[config.mk]
export PLATFORM = sky130hd
export DESIGN_NAME = cluster_periph_top
export DESIGN_NICKNAME = d
export VERILOG_FILES = /design/src/cluster_periph_pkg.sv /design/src/periph_bus_if.sv /design/src/cluster_ctrl_regs.sv /design/src/cluster_event_unit.sv /design/src/cluster_periph_top.sv /design/src/cluster_timer.sv /design/src/periph_decoder.sv
export SDC_FILE = /design/constraint.sdc
export NUM_CORES = 1
export LEC_CHECK = 0
export BUFFER_PORTS_ARGS = -buffer_cell sky130_fd_sc_hd__buf_2
export CORE_MARGIN = 4
export CORE_UTILIZATION = 40
export CTS_BUF_LIST = sky130_fd_sc_hd__clkbuf_4
export CTS_CLUSTER_SIZE = 16
export DETAILED_ROUTE_END_ITERATION = 6
export MAX_ROUTING_LAYER = met4
export PLACE_DENSITY = 0.64
export SKIP_LAST_GASP = 1
export SYNTH_ARGS = -nofsm -noshare
export SYNTH_HDL_FRONTEND = slang
export SYNTH_HIERARCHICAL = 1
export SYNTH_SLANG_ARGS = --single-unit
[constraint.sdc]
create_clock -name clk_i -period 6.6 [get_ports clk_i]
set_clock_uncertainty 0.2 [all_clocks]
set_input_delay 0.66 -clock clk_i [delete_from_list [all_inputs] [get_ports clk_i]]
set_output_delay 0.66 -clock clk_i [all_outputs]
set_load 0.02 [all_outputs]
[src/cluster_periph_pkg.sv]
package cluster_periph_pkg;

  // ****************************************
  // cluster configuration
  // ****************************************

  localparam int unsigned nb_cores = 4;
  localparam int unsigned nb_evt   = 8;

  localparam logic [31:0] boot_addr_rst = 32'h1C00_0000;

  // block numbers taken from address bits 9:8, block 3 is unmapped
  localparam logic [1:0] blk_ctrl  = 2'd0;
  localparam logic [1:0] blk_timer = 2'd1;
  localparam logic [1:0] blk_event = 2'd2;

  // software event register word in the event unit (byte 0x20)
  localparam logic [5:0] evt_sw_idx = 6'd8;

  // ****************************************
  // types
  // ****************************************

  typedef logic [31:0] word_t;
  typedef logic [9:0]  addr_t;

  // word index inside a block, address bits 7:2
  typedef logic [5:0]  reg_idx_t;
  typedef logic [3:0]  sel_t;

  typedef logic [nb_cores-1:0] core_vec_t;

  // bit 0 timer, bit 1 dma, bits 5:2 accelerator, bits 7:6 software
  typedef logic [nb_evt-1:0] evt_vec_t;
  typedef logic [2:0]        irq_id_t;

  typedef enum logic {
    bus_idle,
    bus_ack
  } bus_state_e;

endpackage

[src/periph_bus_if.sv]
`timescale 1ns/1ps

// one register block bus behind the address decoder
interface periph_bus_if;

  // single cycle access strobe
  logic                         stb;
  logic                         we;
  cluster_periph_pkg::reg_idx_t idx;
  cluster_periph_pkg::word_t    wdata;
  cluster_periph_pkg::sel_t     sel;

  // combinational read data from idx
  cluster_periph_pkg::word_t    rdata;

  modport master (
    output stb,
    output we,
    output idx,
    output wdata,
    output sel,
    input  rdata
  );

  modport slave (
    input  stb,
    input  we,
    input  idx,
    input  wdata,
    input  sel,
    output rdata
  );

endinterface

[src/cluster_ctrl_regs.sv]
`timescale 1ns/1ps

module cluster_ctrl_regs (
  input  logic                          clk_i,
  input  logic                          rst_i,
  periph_bus_if.slave                   bus_i,
  output logic                          eoc_o,
  output cluster_periph_pkg::core_vec_t fetch_enable_o,
  output cluster_periph_pkg::word_t [cluster_periph_pkg::nb_cores-1:0] boot_addr_o
);

  logic                          eoc_q;
  cluster_periph_pkg::core_vec_t fe_q;
  cluster_periph_pkg::word_t [cluster_periph_pkg::nb_cores-1:0] boot_q;
  logic                          wr_en;

  // replace only the bytes that are selected
  function automatic cluster_periph_pkg::word_t byte_merge(
    input cluster_periph_pkg::word_t old_val,
    input cluster_periph_pkg::word_t new_val,
    input cluster_periph_pkg::sel_t  sel
  );
    cluster_periph_pkg::word_t res;
    res = old_val;
    for (int b = 0; b < 4; b++) begin
      if (sel[b]) begin
        res[8*b +: 8] = new_val[8*b +: 8];
      end
    end
    return res;
  endfunction

  assign wr_en = bus_i.stb && bus_i.we;

  // ****************************************
  // register writes
  // ****************************************

  always_ff @(posedge clk_i) begin
    if (rst_i) begin
      eoc_q <= 1'b0;
      fe_q  <= '0;
      for (int c = 0; c < cluster_periph_pkg::nb_cores; c++) begin
        boot_q[c] <= cluster_periph_pkg::boot_addr_rst;
      end
    end else if (wr_en) begin
      // eoc and fetch enable sit in byte 0
      if (bus_i.idx == 6'd0 && bus_i.sel[0]) begin
        eoc_q <= bus_i.wdata[0];
      end
      if (bus_i.idx == 6'd1 && bus_i.sel[0]) begin
        fe_q <= bus_i.wdata[cluster_periph_pkg::nb_cores-1:0];
      end
      for (int c = 0; c < cluster_periph_pkg::nb_cores; c++) begin
        if (bus_i.idx == cluster_periph_pkg::reg_idx_t'(2 + c)) begin
          boot_q[c] <= byte_merge(boot_q[c], bus_i.wdata, bus_i.sel);
        end
      end
    end
  end

  // read back, unused words give zero
  always_comb begin
    bus_i.rdata = '0;
    if (bus_i.idx == 6'd0) begin
      bus_i.rdata[0] = eoc_q;
    end else if (bus_i.idx == 6'd1) begin
      bus_i.rdata[cluster_periph_pkg::nb_cores-1:0] = fe_q;
    end else begin
      for (int c = 0; c < cluster_periph_pkg::nb_cores; c++) begin
        if (bus_i.idx == cluster_periph_pkg::reg_idx_t'(2 + c)) begin
          bus_i.rdata = boot_q[c];
        end
      end
    end
  end

  assign eoc_o          = eoc_q;
  assign fetch_enable_o = fe_q;
  assign boot_addr_o    = boot_q;

endmodule

[src/cluster_event_unit.sv]
`timescale 1ns/1ps

module cluster_event_unit (
  input  logic                          clk_i,
  input  logic                          rst_i,
  periph_bus_if.slave                   bus_i,
  input  logic                          timer_evt_i,
  input  logic                          dma_event_i,
  input  logic [3:0]                    hwpe_events_i,
  input  cluster_periph_pkg::core_vec_t core_busy_i,
  input  cluster_periph_pkg::core_vec_t irq_ack_i,
  output cluster_periph_pkg::core_vec_t irq_req_o,
  output cluster_periph_pkg::irq_id_t [cluster_periph_pkg::nb_cores-1:0] irq_id_o,
  output cluster_periph_pkg::core_vec_t core_clk_en_o
);

  cluster_periph_pkg::evt_vec_t [cluster_periph_pkg::nb_cores-1:0] mask_q;
  cluster_periph_pkg::evt_vec_t [cluster_periph_pkg::nb_cores-1:0] buf_q;
  cluster_periph_pkg::evt_vec_t [cluster_periph_pkg::nb_cores-1:0] clr;
  cluster_periph_pkg::evt_vec_t [cluster_periph_pkg::nb_cores-1:0] pend;
  cluster_periph_pkg::evt_vec_t evt_in;
  logic [1:0]                   sw_evt;
  logic                         wr_en;

  assign wr_en = bus_i.stb && bus_i.we;

  // software events go to every core
  assign sw_evt = (wr_en && bus_i.idx == cluster_periph_pkg::evt_sw_idx) ?
                  bus_i.wdata[1:0] : 2'b00;

  assign evt_in = {sw_evt, hwpe_events_i, dma_event_i, timer_evt_i};

  // ****************************************
  // buffer clear sources
  // ****************************************

  // write one to clear, plus the bit being acknowledged
  always_comb begin
    for (int c = 0; c < cluster_periph_pkg::nb_cores; c++) begin
      clr[c] = '0;
      if (wr_en && bus_i.idx == cluster_periph_pkg::reg_idx_t'(2 * c + 1)) begin
        clr[c] = bus_i.wdata[cluster_periph_pkg::nb_evt-1:0];
      end
      if (irq_ack_i[c] && irq_req_o[c]) begin
        clr[c][irq_id_o[c]] = 1'b1;
      end
    end
  end

  // ****************************************
  // masks and event buffers
  // ****************************************

  always_ff @(posedge clk_i) begin
    if (rst_i) begin
      mask_q <= '0;
      buf_q  <= '0;
    end else begin
      for (int c = 0; c < cluster_periph_pkg::nb_cores; c++) begin
        if (wr_en && bus_i.idx == cluster_periph_pkg::reg_idx_t'(2 * c)) begin
          mask_q[c] <= bus_i.wdata[cluster_periph_pkg::nb_evt-1:0];
        end
        // a new event beats a clear of the same bit
        buf_q[c] <= (buf_q[c] & ~clr[c]) | evt_in;
      end
    end
  end

  // ****************************************
  // interrupt selection
  // ****************************************

  // lowest pending masked event wins
  always_comb begin
    for (int c = 0; c < cluster_periph_pkg::nb_cores; c++) begin
      pend[c]      = buf_q[c] & mask_q[c];
      irq_req_o[c] = |pend[c];
      irq_id_o[c]  = '0;
      for (int b = cluster_periph_pkg::nb_evt - 1; b >= 0; b--) begin
        if (pend[c][b]) begin
          irq_id_o[c] = cluster_periph_pkg::irq_id_t'(b);
        end
      end
    end
  end

  // core keeps its clock while busy or while an interrupt waits
  assign core_clk_en_o = core_busy_i | irq_req_o;

  // mask on even words, buffer on odd words
  always_comb begin
    bus_i.rdata = '0;
    if (bus_i.idx < cluster_periph_pkg::reg_idx_t'(2 * cluster_periph_pkg::nb_cores)) begin
      if (bus_i.idx[0]) begin
        bus_i.rdata[cluster_periph_pkg::nb_evt-1:0] = buf_q[bus_i.idx[5:1]];
      end else begin
        bus_i.rdata[cluster_periph_pkg::nb_evt-1:0] = mask_q[bus_i.idx[5:1]];
      end
    end
  end

endmodule

[src/cluster_periph_top.sv]
`timescale 1ns/1ps

module cluster_periph_top (
  input  logic                          clk_i,
  input  logic                          rst_i,

  // wishbone slave
  input  logic                          wb_cyc_i,
  input  logic                          wb_stb_i,
  input  logic                          wb_we_i,
  input  cluster_periph_pkg::addr_t     wb_adr_i,
  input  cluster_periph_pkg::word_t     wb_dat_i,
  input  cluster_periph_pkg::sel_t      wb_sel_i,
  output cluster_periph_pkg::word_t     wb_dat_o,
  output logic                          wb_ack_o,

  // core side
  input  cluster_periph_pkg::core_vec_t core_busy_i,
  input  logic [3:0]                    hwpe_events_i,
  input  logic                          dma_event_i,
  input  cluster_periph_pkg::core_vec_t irq_ack_i,
  output logic                          eoc_o,
  output cluster_periph_pkg::core_vec_t fetch_enable_o,
  output cluster_periph_pkg::word_t [cluster_periph_pkg::nb_cores-1:0] boot_addr_o,
  output logic                          busy_o,
  output cluster_periph_pkg::core_vec_t irq_req_o,
  output cluster_periph_pkg::irq_id_t [cluster_periph_pkg::nb_cores-1:0] irq_id_o,
  output cluster_periph_pkg::core_vec_t core_clk_en_o
);

  logic timer_evt;

  periph_bus_if ctrl_bus ();
  periph_bus_if timer_bus ();
  periph_bus_if event_bus ();

  // ****************************************
  // bus split
  // ****************************************

  periph_decoder i_decoder (
    .clk_i       ( clk_i     ),
    .rst_i       ( rst_i     ),
    .wb_cyc_i    ( wb_cyc_i  ),
    .wb_stb_i    ( wb_stb_i  ),
    .wb_we_i     ( wb_we_i   ),
    .wb_adr_i    ( wb_adr_i  ),
    .wb_dat_i    ( wb_dat_i  ),
    .wb_sel_i    ( wb_sel_i  ),
    .wb_dat_o    ( wb_dat_o  ),
    .wb_ack_o    ( wb_ack_o  ),
    .ctrl_bus_o  ( ctrl_bus  ),
    .timer_bus_o ( timer_bus ),
    .event_bus_o ( event_bus )
  );

  // ****************************************
  // register blocks
  // ****************************************

  cluster_ctrl_regs i_ctrl (
    .clk_i          ( clk_i          ),
    .rst_i          ( rst_i          ),
    .bus_i          ( ctrl_bus       ),
    .eoc_o          ( eoc_o          ),
    .fetch_enable_o ( fetch_enable_o ),
    .boot_addr_o    ( boot_addr_o    )
  );

  cluster_timer i_timer (
    .clk_i       ( clk_i     ),
    .rst_i       ( rst_i     ),
    .bus_i       ( timer_bus ),
    .timer_evt_o ( timer_evt ),
    .busy_o      ( busy_o    )
  );

  cluster_event_unit i_event_unit (
    .clk_i         ( clk_i         ),
    .rst_i         ( rst_i         ),
    .bus_i         ( event_bus     ),
    .timer_evt_i   ( timer_evt     ),
    .dma_event_i   ( dma_event_i   ),
    .hwpe_events_i ( hwpe_events_i ),
    .core_busy_i   ( core_busy_i   ),
    .irq_ack_i     ( irq_ack_i     ),
    .irq_req_o     ( irq_req_o     ),
    .irq_id_o      ( irq_id_o      ),
    .core_clk_en_o ( core_clk_en_o )
  );

endmodule

[src/cluster_timer.sv]
`timescale 1ns/1ps

module cluster_timer (
  input  logic        clk_i,
  input  logic        rst_i,
  periph_bus_if.slave bus_i,
  output logic        timer_evt_o,
  output logic        busy_o
);

  // cfg_q bit 0 enable, bit 1 event enable, bit 2 clear on match
  logic [2:0]                cfg_q;
  cluster_periph_pkg::word_t count_q;
  cluster_periph_pkg::word_t cmp_q;
  logic                      wr_en;
  logic                      match;

  assign wr_en = bus_i.stb && bus_i.we;

  // only a running counter can match
  assign match = cfg_q[0] && (count_q == cmp_q);

  // ****************************************
  // configuration and compare
  // ****************************************

  always_ff @(posedge clk_i) begin
    if (rst_i) begin
      cfg_q <= '0;
      cmp_q <= '0;
    end else if (wr_en) begin
      if (bus_i.idx == 6'd0) begin
        cfg_q <= bus_i.wdata[2:0];
      end
      if (bus_i.idx == 6'd2) begin
        cmp_q <= bus_i.wdata;
      end
    end
  end

  // ****************************************
  // counter
  // ****************************************

  // bus write wins over counting
  always_ff @(posedge clk_i) begin
    if (rst_i) begin
      count_q <= '0;
    end else if (wr_en && bus_i.idx == 6'd1) begin
      count_q <= bus_i.wdata;
    end else if (cfg_q[0]) begin
      if (match && cfg_q[2]) begin
        count_q <= '0;
      end else begin
        count_q <= count_q + 32'd1;
      end
    end
  end

  // one pulse per match
  always_ff @(posedge clk_i) begin
    if (rst_i) begin
      timer_evt_o <= 1'b0;
    end else begin
      timer_evt_o <= match && cfg_q[1];
    end
  end

  always_comb begin
    case (bus_i.idx)
      6'd0:    bus_i.rdata = {29'd0, cfg_q};
      6'd1:    bus_i.rdata = count_q;
      6'd2:    bus_i.rdata = cmp_q;
      default: bus_i.rdata = '0;
    endcase
  end

  assign busy_o = cfg_q[0];

endmodule

[src/periph_decoder.sv]
`timescale 1ns/1ps

module periph_decoder (
  input  logic                      clk_i,
  input  logic                      rst_i,
  input  logic                      wb_cyc_i,
  input  logic                      wb_stb_i,
  input  logic                      wb_we_i,
  input  cluster_periph_pkg::addr_t wb_adr_i,
  input  cluster_periph_pkg::word_t wb_dat_i,
  input  cluster_periph_pkg::sel_t  wb_sel_i,
  output cluster_periph_pkg::word_t wb_dat_o,
  output logic                      wb_ack_o,
  periph_bus_if.master              ctrl_bus_o,
  periph_bus_if.master              timer_bus_o,
  periph_bus_if.master              event_bus_o
);

  cluster_periph_pkg::bus_state_e state_q;
  logic                           stb_q;
  logic [1:0]                     blk_q;
  logic                           we_q;
  cluster_periph_pkg::reg_idx_t   idx_q;
  cluster_periph_pkg::word_t      wdata_q;
  cluster_periph_pkg::sel_t       sel_q;
  cluster_periph_pkg::word_t      rdata_mux;

  // ****************************************
  // handshake FSM
  // ****************************************

  // ack state covers the strobe cycle and the ack cycle
  always_ff @(posedge clk_i) begin
    if (rst_i) begin
      state_q  <= cluster_periph_pkg::bus_idle;
      stb_q    <= 1'b0;
      wb_ack_o <= 1'b0;
    end else begin
      stb_q    <= 1'b0;
      wb_ack_o <= 1'b0;
      case (state_q)
        cluster_periph_pkg::bus_idle: begin
          if (wb_cyc_i && wb_stb_i) begin
            stb_q   <= 1'b1;
            state_q <= cluster_periph_pkg::bus_ack;
          end
        end
        default: begin
          if (wb_ack_o) begin
            state_q <= cluster_periph_pkg::bus_idle;
          end else begin
            wb_ack_o <= 1'b1;
          end
        end
      endcase
    end
  end

  // request fields, held while the access is in flight
  always_ff @(posedge clk_i) begin
    if (state_q == cluster_periph_pkg::bus_idle) begin
      blk_q   <= wb_adr_i[9:8];
      idx_q   <= wb_adr_i[7:2];
      we_q    <= wb_we_i;
      wdata_q <= wb_dat_i;
      sel_q   <= wb_sel_i;
    end
    if (stb_q) begin
      wb_dat_o <= rdata_mux;
    end
  end

  always_comb begin
    case (blk_q)
      cluster_periph_pkg::blk_ctrl:  rdata_mux = ctrl_bus_o.rdata;
      cluster_periph_pkg::blk_timer: rdata_mux = timer_bus_o.rdata;
      cluster_periph_pkg::blk_event: rdata_mux = event_bus_o.rdata;
      default:                       rdata_mux = '0;
    endcase
  end

  // ****************************************
  // block buses
  // ****************************************

  assign ctrl_bus_o.stb   = stb_q && (blk_q == cluster_periph_pkg::blk_ctrl);
  assign ctrl_bus_o.we    = we_q;
  assign ctrl_bus_o.idx   = idx_q;
  assign ctrl_bus_o.wdata = wdata_q;
  assign ctrl_bus_o.sel   = sel_q;

  assign timer_bus_o.stb   = stb_q && (blk_q == cluster_periph_pkg::blk_timer);
  assign timer_bus_o.we    = we_q;
  assign timer_bus_o.idx   = idx_q;
  assign timer_bus_o.wdata = wdata_q;
  assign timer_bus_o.sel   = sel_q;

  assign event_bus_o.stb   = stb_q && (blk_q == cluster_periph_pkg::blk_event);
  assign event_bus_o.we    = we_q;
  assign event_bus_o.idx   = idx_q;
  assign event_bus_o.wdata = wdata_q;
  assign event_bus_o.sel   = sel_q;

endmodule
==> summary.txt, run 1 <==
Yosys
  • Synth Area per Inst: 9.37 um^2
  • Synth warn: 6
  • Synthesized area: 18400 um^2
  • Synthesized netlist cell count: 1961

Clocking
  • Post_cts resized: 0
  • Post-CTS Setup Repair Bufs: 0
  • Hold Buf Count CTS: 58
  • H-tree levels: 3
  • Sink Count: 345
  • Clock latency at the later pin of the worst-skew pair: 0.84 ns
  • CTS Buffer Depth: 3
  • Worst-path clk slew: 0.07 ns
  • TritonCTS clock tree: yes
  • Clk root buf: clkbuf_4
  • TritonCTS Buffers: 93

Timing
  • Number of hold violations in the final report: 0
  • F_max: 261 MHz
  • Worst Tran Pin Value: 1.13 ns
  • TNS Setup: 0 ns
  • Setup violators final: 0
  • Final Max Tran Viols: 0
  • Tcrit/Tclk final: 0.579
  • Min Hold Slack: 0.132 ns
  • Max_slew headroom: 0.244
  • Tmin final: 3.82 ns
  • RSZ-0062 raised after global routing: false

GRT
  • GRT overflow: 0
  • Total track usage: 0.248
  • Initial antenna violation count: 3
  • Vias in the first global route: 15700
  • First-pass GRT wire length: 95.0 mm
  • Largest net degree at the start of global routing: 128

Worst setup path
  • Crit path max-delay family: simple AND/OR/NAND/NOR gates
  • Worst Path Required: 7.10 ns
  • CP Launch Type: flop
  • Critical Path Source: i_decoder/blk_q[1]$_DFFE_PN_
  • CP peak stage delay: 0.84 ns
  • Worst R2R Start: i_decoder/blk_q[1]$_DFFE_PN_
  • CP Capture Type: flop
  • CP Class: reg -> reg
  • Crit path buffers/inverters: 2
  • Slowest cell on crit path: nor2b_4
  • CP arrival: 4.32 ns
  • Setup slack, reg-to-reg: 2.78 ns
  • Crit-path max FO: 35
  • CP cell instances: buf_4 > nor2b_4 > and2_1 > and4b_1 > nand3_1 > a31oi_1 > dlygate4sd3_1 > nor2_1

Power
  • Peak VDD IR: 169 uV
  • Leakage: 8.59 nW
  • PwrDens: 218 nW/um^2

Layout
  • Layout cells sized above 1: 0.214
  • P&R area growth vs syn: 14.7%
  • Fin area: 21100 um^2
  • Final net count: 2232
  • Final Util: 0.465

Route
  • Drt initial violations: 1772
  • Vias per cell: 5.72
  • Drt first pass iters: 6
  • Antenna viol nets, final: 0
  • DR DRC count: 0
  • Final WL: 62.2 mm
  • Drt wl/cell: 21.9 um
  • Vias: 16300

Placement
  • Port bufs: 248
  • HPWL after detailed placement: 42.1 mm
  • Dpl cell area: 19300 um^2
  • Final RePlAce weighted congestion: 0.935

Die
  • Row cnt: 78
  • Die Ht: 222 um
  • IO Pins: 251
  • Core ar.: 45400 um^2
  • Die ar.: 49400 um^2
  • Die Wd: 222 um
  • Initial core utilization: 0.405

Run
  • Max cap viols: 0

Worst hold path
  • Worst min path class: in -> reg
  • HP Start: rst_i

Status
  • Outcome: completed
[layout by cell type, fill, tap and decap left out, types with 5 or more instances in the layout]
master / count
a211oi_1: 22
a21oi_1: 132
a22o_1: 41
a22oi_1: 9
a311oi_1: 9
a31oi_1: 38
and2_1: 10
and3_1: 31
buf_2: 247
buf_4: 23
clkbuf_4: 144
clkinv_1: 21
conb_1: 24
dfxtp_1: 267
diode_2: 6
dlygate4sd3_1: 58
edfxtp_1: 77
inv_1: 17
mux2i_1: 195
mux4_2: 17
nand2_1: 132
nand2b_1: 194
nand3_1: 133
nand3_2: 8
nand3b_1: 5
nand4_1: 23
nor2_1: 106
nor2b_1: 10
nor3_1: 8
o211ai_1: 28
o21ai_0: 17
o22ai_1: 16
o2bb2ai_1: 32
xnor2_1: 35
xor2_1: 11
[where the power goes]
| part | switching [mW] | leakage, nW | internal (mW) |
|---|---|---|---|
| registers | 0.0732 | 2.93 | 2.20 |
| clock network | 0.936 | 0.710 | 1.02 |
| logic | 0.221 | 4.95 | 0.129 |
[through the flow]
step | total power, mW | setup slack (ns) | cells
finish | 4.59 | 2.78 | 2843
global route | 4.76 | 2.59 | 2842
CTS | 4.61 | 2.82 | 2837
detailed placement | 2.64 | 2.79 | 2614
global placement | 2.63 | 2.86 | 2614
floorplan | 2.56 | 4.00 | 1984
[final cells by class]
cell class | instances | area [um^2]
fill | 4253 | 24300
multi-input combinational | 1377 | 9370
sequential | 345 | 7680
timing repair buffer | 329 | 2000
clock buffer | 144 | 1080
tap | 600 | 751
clock inverter | 21 | 106
inverter | 21 | 78.8
antenna | 6 | 15.0
[worst register-to-register path, cell delays in order, from the launching register on]
cell and delay [ns]:
edfxtp_1 0.33, buf_4 0.38, nor2b_4 0.85, and2_1 0.29
and4b_1 0.68, nand3_1 0.16, a31oi_1 0.20, dlygate4sd3_1 0.57
nor2_1 0.04
[worst paths after layout]
check,endpoint,depth (start not counted)
worst max-delay path,i_event_unit/buf_q[1]$_SDFF_PP0_,8
worst min-delay path,i_event_unit/mask_q[14]$_SDFFE_PP0P_,2
worst max register to register,i_event_unit/buf_q[1]$_SDFF_PP0_,8
worst min register to register,i_timer/cmp_q[23]$_SDFFE_PP0P_,2
[sequential cells by signal (all words and copies together) (netlist names)]
signal,cells
i_decoder/ctrl_bus_o.idx,6
i_timer/cfg_q,3
i_event_unit/buf_q,32
i_event_unit/mask_q,32
i_ctrl/boot_addr_o,128
i_ctrl/eoc_o,1
i_decoder/stb_q,1
i_decoder/ctrl_bus_o.wdata,32
i_decoder/wb_ack_o,1
i_decoder/ctrl_bus_o.sel,4
i_decoder/blk_q,2
i_timer/timer_evt_o,1
i_decoder/wb_dat_o,32
i_ctrl/fetch_enable_o,4
i_timer/count_q,32
i_decoder/ctrl_bus_o.we,1
i_timer/cmp_q,32
i_decoder/state_q,1
[metal layers]
layer  vias to the layer above  GRT usage  share of wire
li1                       7439          -              -
met1                      7909      0.325           0.43
met2                       790      0.382           0.46
met3                       138     0.0521          0.075
met4                         0     0.0923          0.036
met5                         -          -              0
No activity file was read; power rests on OpenSTA's default activity.
==> run 2, diff against run 1 <==
--- a/config.mk
+++ b/config.mk
@@ -12,7 +12,7 @@
 export CTS_CLUSTER_SIZE = 16
 export DETAILED_ROUTE_END_ITERATION = 6
 export MAX_ROUTING_LAYER = met4
-export PLACE_DENSITY = 0.64
+export PLACE_DENSITY = 0.66
 export SKIP_LAST_GASP = 1
 export SYNTH_ARGS = -nofsm -noshare
 export SYNTH_HDL_FRONTEND = slang
==> constraint.sdc (replaced) <==
create_clock -name clk_i -period 3.36 [get_ports clk_i]
set_clock_uncertainty 0.2 [all_clocks]
set_input_delay 0.336 -clock clk_i [delete_from_list [all_inputs] [get_ports clk_i]]
set_output_delay 0.336 -clock clk_i [all_outputs]
set_load 0.02 [all_outputs]
==> summary.txt, run 2 (synthesis results as in run 1) <==
Power
  • Leakage: 8.96 nW
  • PwrDens: 422 nW/um^2
  • Peak VDD IR: 305 uV

Layout
  • Most common cell after layout, fill and taps aside: dfxtp_1
  • P&R area growth vs syn: 18.8%
  • Layout cells sized above 1: 0.222
  • Most frequent cells in the layout: 268 x dfxtp_1, 247 x buf_2, 195 x mux2i_1
  • Max reg flops: 128
  • Final net count: 2296

Worst setup path
  • CP arrival: 3.49 ns
  • Worst Path Required: 3.86 ns
  • CP Launch Type: flop
  • CP Class: reg -> reg
  • Crit-path max FO: 16
  • CP Capture Type: flop

Route
  • Drt initial violations: 1570
  • Metal3 WL: 4.92 mm
  • Vias: 16700
  • Uppermost layer routed: met4
  • DR DRC count: 0
  • M1 wire length: 26.2 mm
  • Antenna viol nets, final: 0
  • Drt wl/cell: 21.8 um
  • Met2 wire length: 30.2 mm
  • Final WL: 63.4 mm
  • Vias per cell: 5.73
  • Drt first pass iters: 5

Clocking
  • H-tree levels: 3
  • Post_cts resized: 0
  • CTS Buffer Depth: 3
  • Worst-path clk slew: 0.08 ns
  • TritonCTS clock tree: yes
  • TritonCTS Buffers: 92
  • Hold Buf Count CTS: 100
  • Clock latency at the later pin of the worst-skew pair: 0.83 ns
  • Post-CTS Setup Repair Bufs: 0
  • Clk root buf: clkbuf_4
  • Sink Count: 345

Timing
  • Tcrit/Tclk final: 0.889
  • Final Max Tran Viols: 0
  • RSZ-0062 raised after global routing: false
  • Tmin final: 2.99 ns
  • Worst Tran Pin Value: 1.10 ns
  • Setup violators final: 0
  • Number of hold violations in the final report: 0
  • F_max: 335 MHz
  • Max_slew headroom: 0.266
  • TNS Setup: 0 ns
  • Final WS setup: 0.374 ns

Die
  • Die Wd: 222 um
  • Core ar.: 45400 um^2
  • Initial core utilization: 0.405
  • Row cnt: 78
  • Die ar.: 49400 um^2
  • Die Ht: 222 um
  • IO Pins: 251

Placement
  • HPWL after detailed placement: 42.7 mm
  • Worst slack at placement: 0.652 ns
  • Final RePlAce weighted congestion: 0.926
  • Port bufs: 248

Run
  • Max cap viols: 0

GRT
  • Total track usage: 0.253
  • First-pass GRT wire length: 96.9 mm
  • GRT overflow: 0
  • Vias in the first global route: 16200
  • Initial antenna violation count: 2
  • Largest net degree at the start of global routing: 84

Status
  • Outcome: completed

Worst hold path
  • Worst min path class: in -> reg
[run 2: cell types whose count changed in the layout (fill, tap and decap cells not counted), moves of 2 or more]
cell	before	now
buf_4	23	38
dlygate4sd3_1	58	100
clkinv_1	21	13
buf_12	0	8
clkinv_2	1	6
clkinvlp_4	0	2
[run 2: power by group]
group	internal [mW]	switching [mW]
clock	2.12	1.85
combinational	0.307	0.447
sequential	4.33	0.150
total	6.75	2.45
[run 2: cell type report]
class	instances	area [um^2]
Timing Repair Buffer	394	2690
Sequential cell	345	7680
Clock buffer	145	1090
Fill cell	4264	23600
Antenna cell	5	12.5
Tap cell	600	751
Inverter	21	78.8
Clock inverter	23	159
Multi-Input combinational cell	1377	9370
[run 2: final timing paths]
path	startpoint	end	slack, ns	cells past startpoint
setup / recovery	i_decoder/blk_q[1]$_DFFE_PN_	i_event_unit/buf_q[1]$_SDFF_PP0_	0.37	7
hold / removal	wb_adr_i[8]	i_decoder/blk_q[0]$_DFFE_PN_	0.08	2
setup reg to reg	i_decoder/blk_q[1]$_DFFE_PN_	i_event_unit/buf_q[1]$_SDFF_PP0_	0.37	7
hold reg to reg	i_timer/cmp_q[12]$_SDFFE_PP0P_	i_timer/cmp_q[12]$_SDFFE_PP0P_	0.28	2
[run 2: worst max-delay path: stages, from the launching register on]
cell	delay, ns
edfxtp_1	0.68
nor2b_4	0.24
and2_1	0.21
and4b_1	0.58
nand3_1	0.14
a31oi_1	0.21
dlygate4sd3_1	0.58
nor2_1	0.04
[run 2: metrics by stage]
step / util / hold slack (ns) / cell area (um^2) / cells / power, mW
final: 0.481 / 0.0783 / 21800 / 2910 / 9.20
after global routing: 0.481 / 0.0106 / 21800 / 2909 / 9.57
after CTS: 0.481 / 0.00185 / 21800 / 2905 / 9.25
after detailed placement: 0.431 / 0.272 / 19600 / 2637 / 5.21
after global placement: 0.431 / 0.265 / 19600 / 2637 / 5.20
after floorplan: - / 0.205 / 18500 / 1984 / 5.03
[run 2: routing by layer]
| metal | vias up | track usage |
|---|---|---|
| li1 | 7565 | - |
| met1 | 8140 | 0.323 |
| met2 | 850 | 0.404 |
| met3 | 120 | 0.0489 |
| met4 | 0 | 0.0869 |
| met5 | - | - |
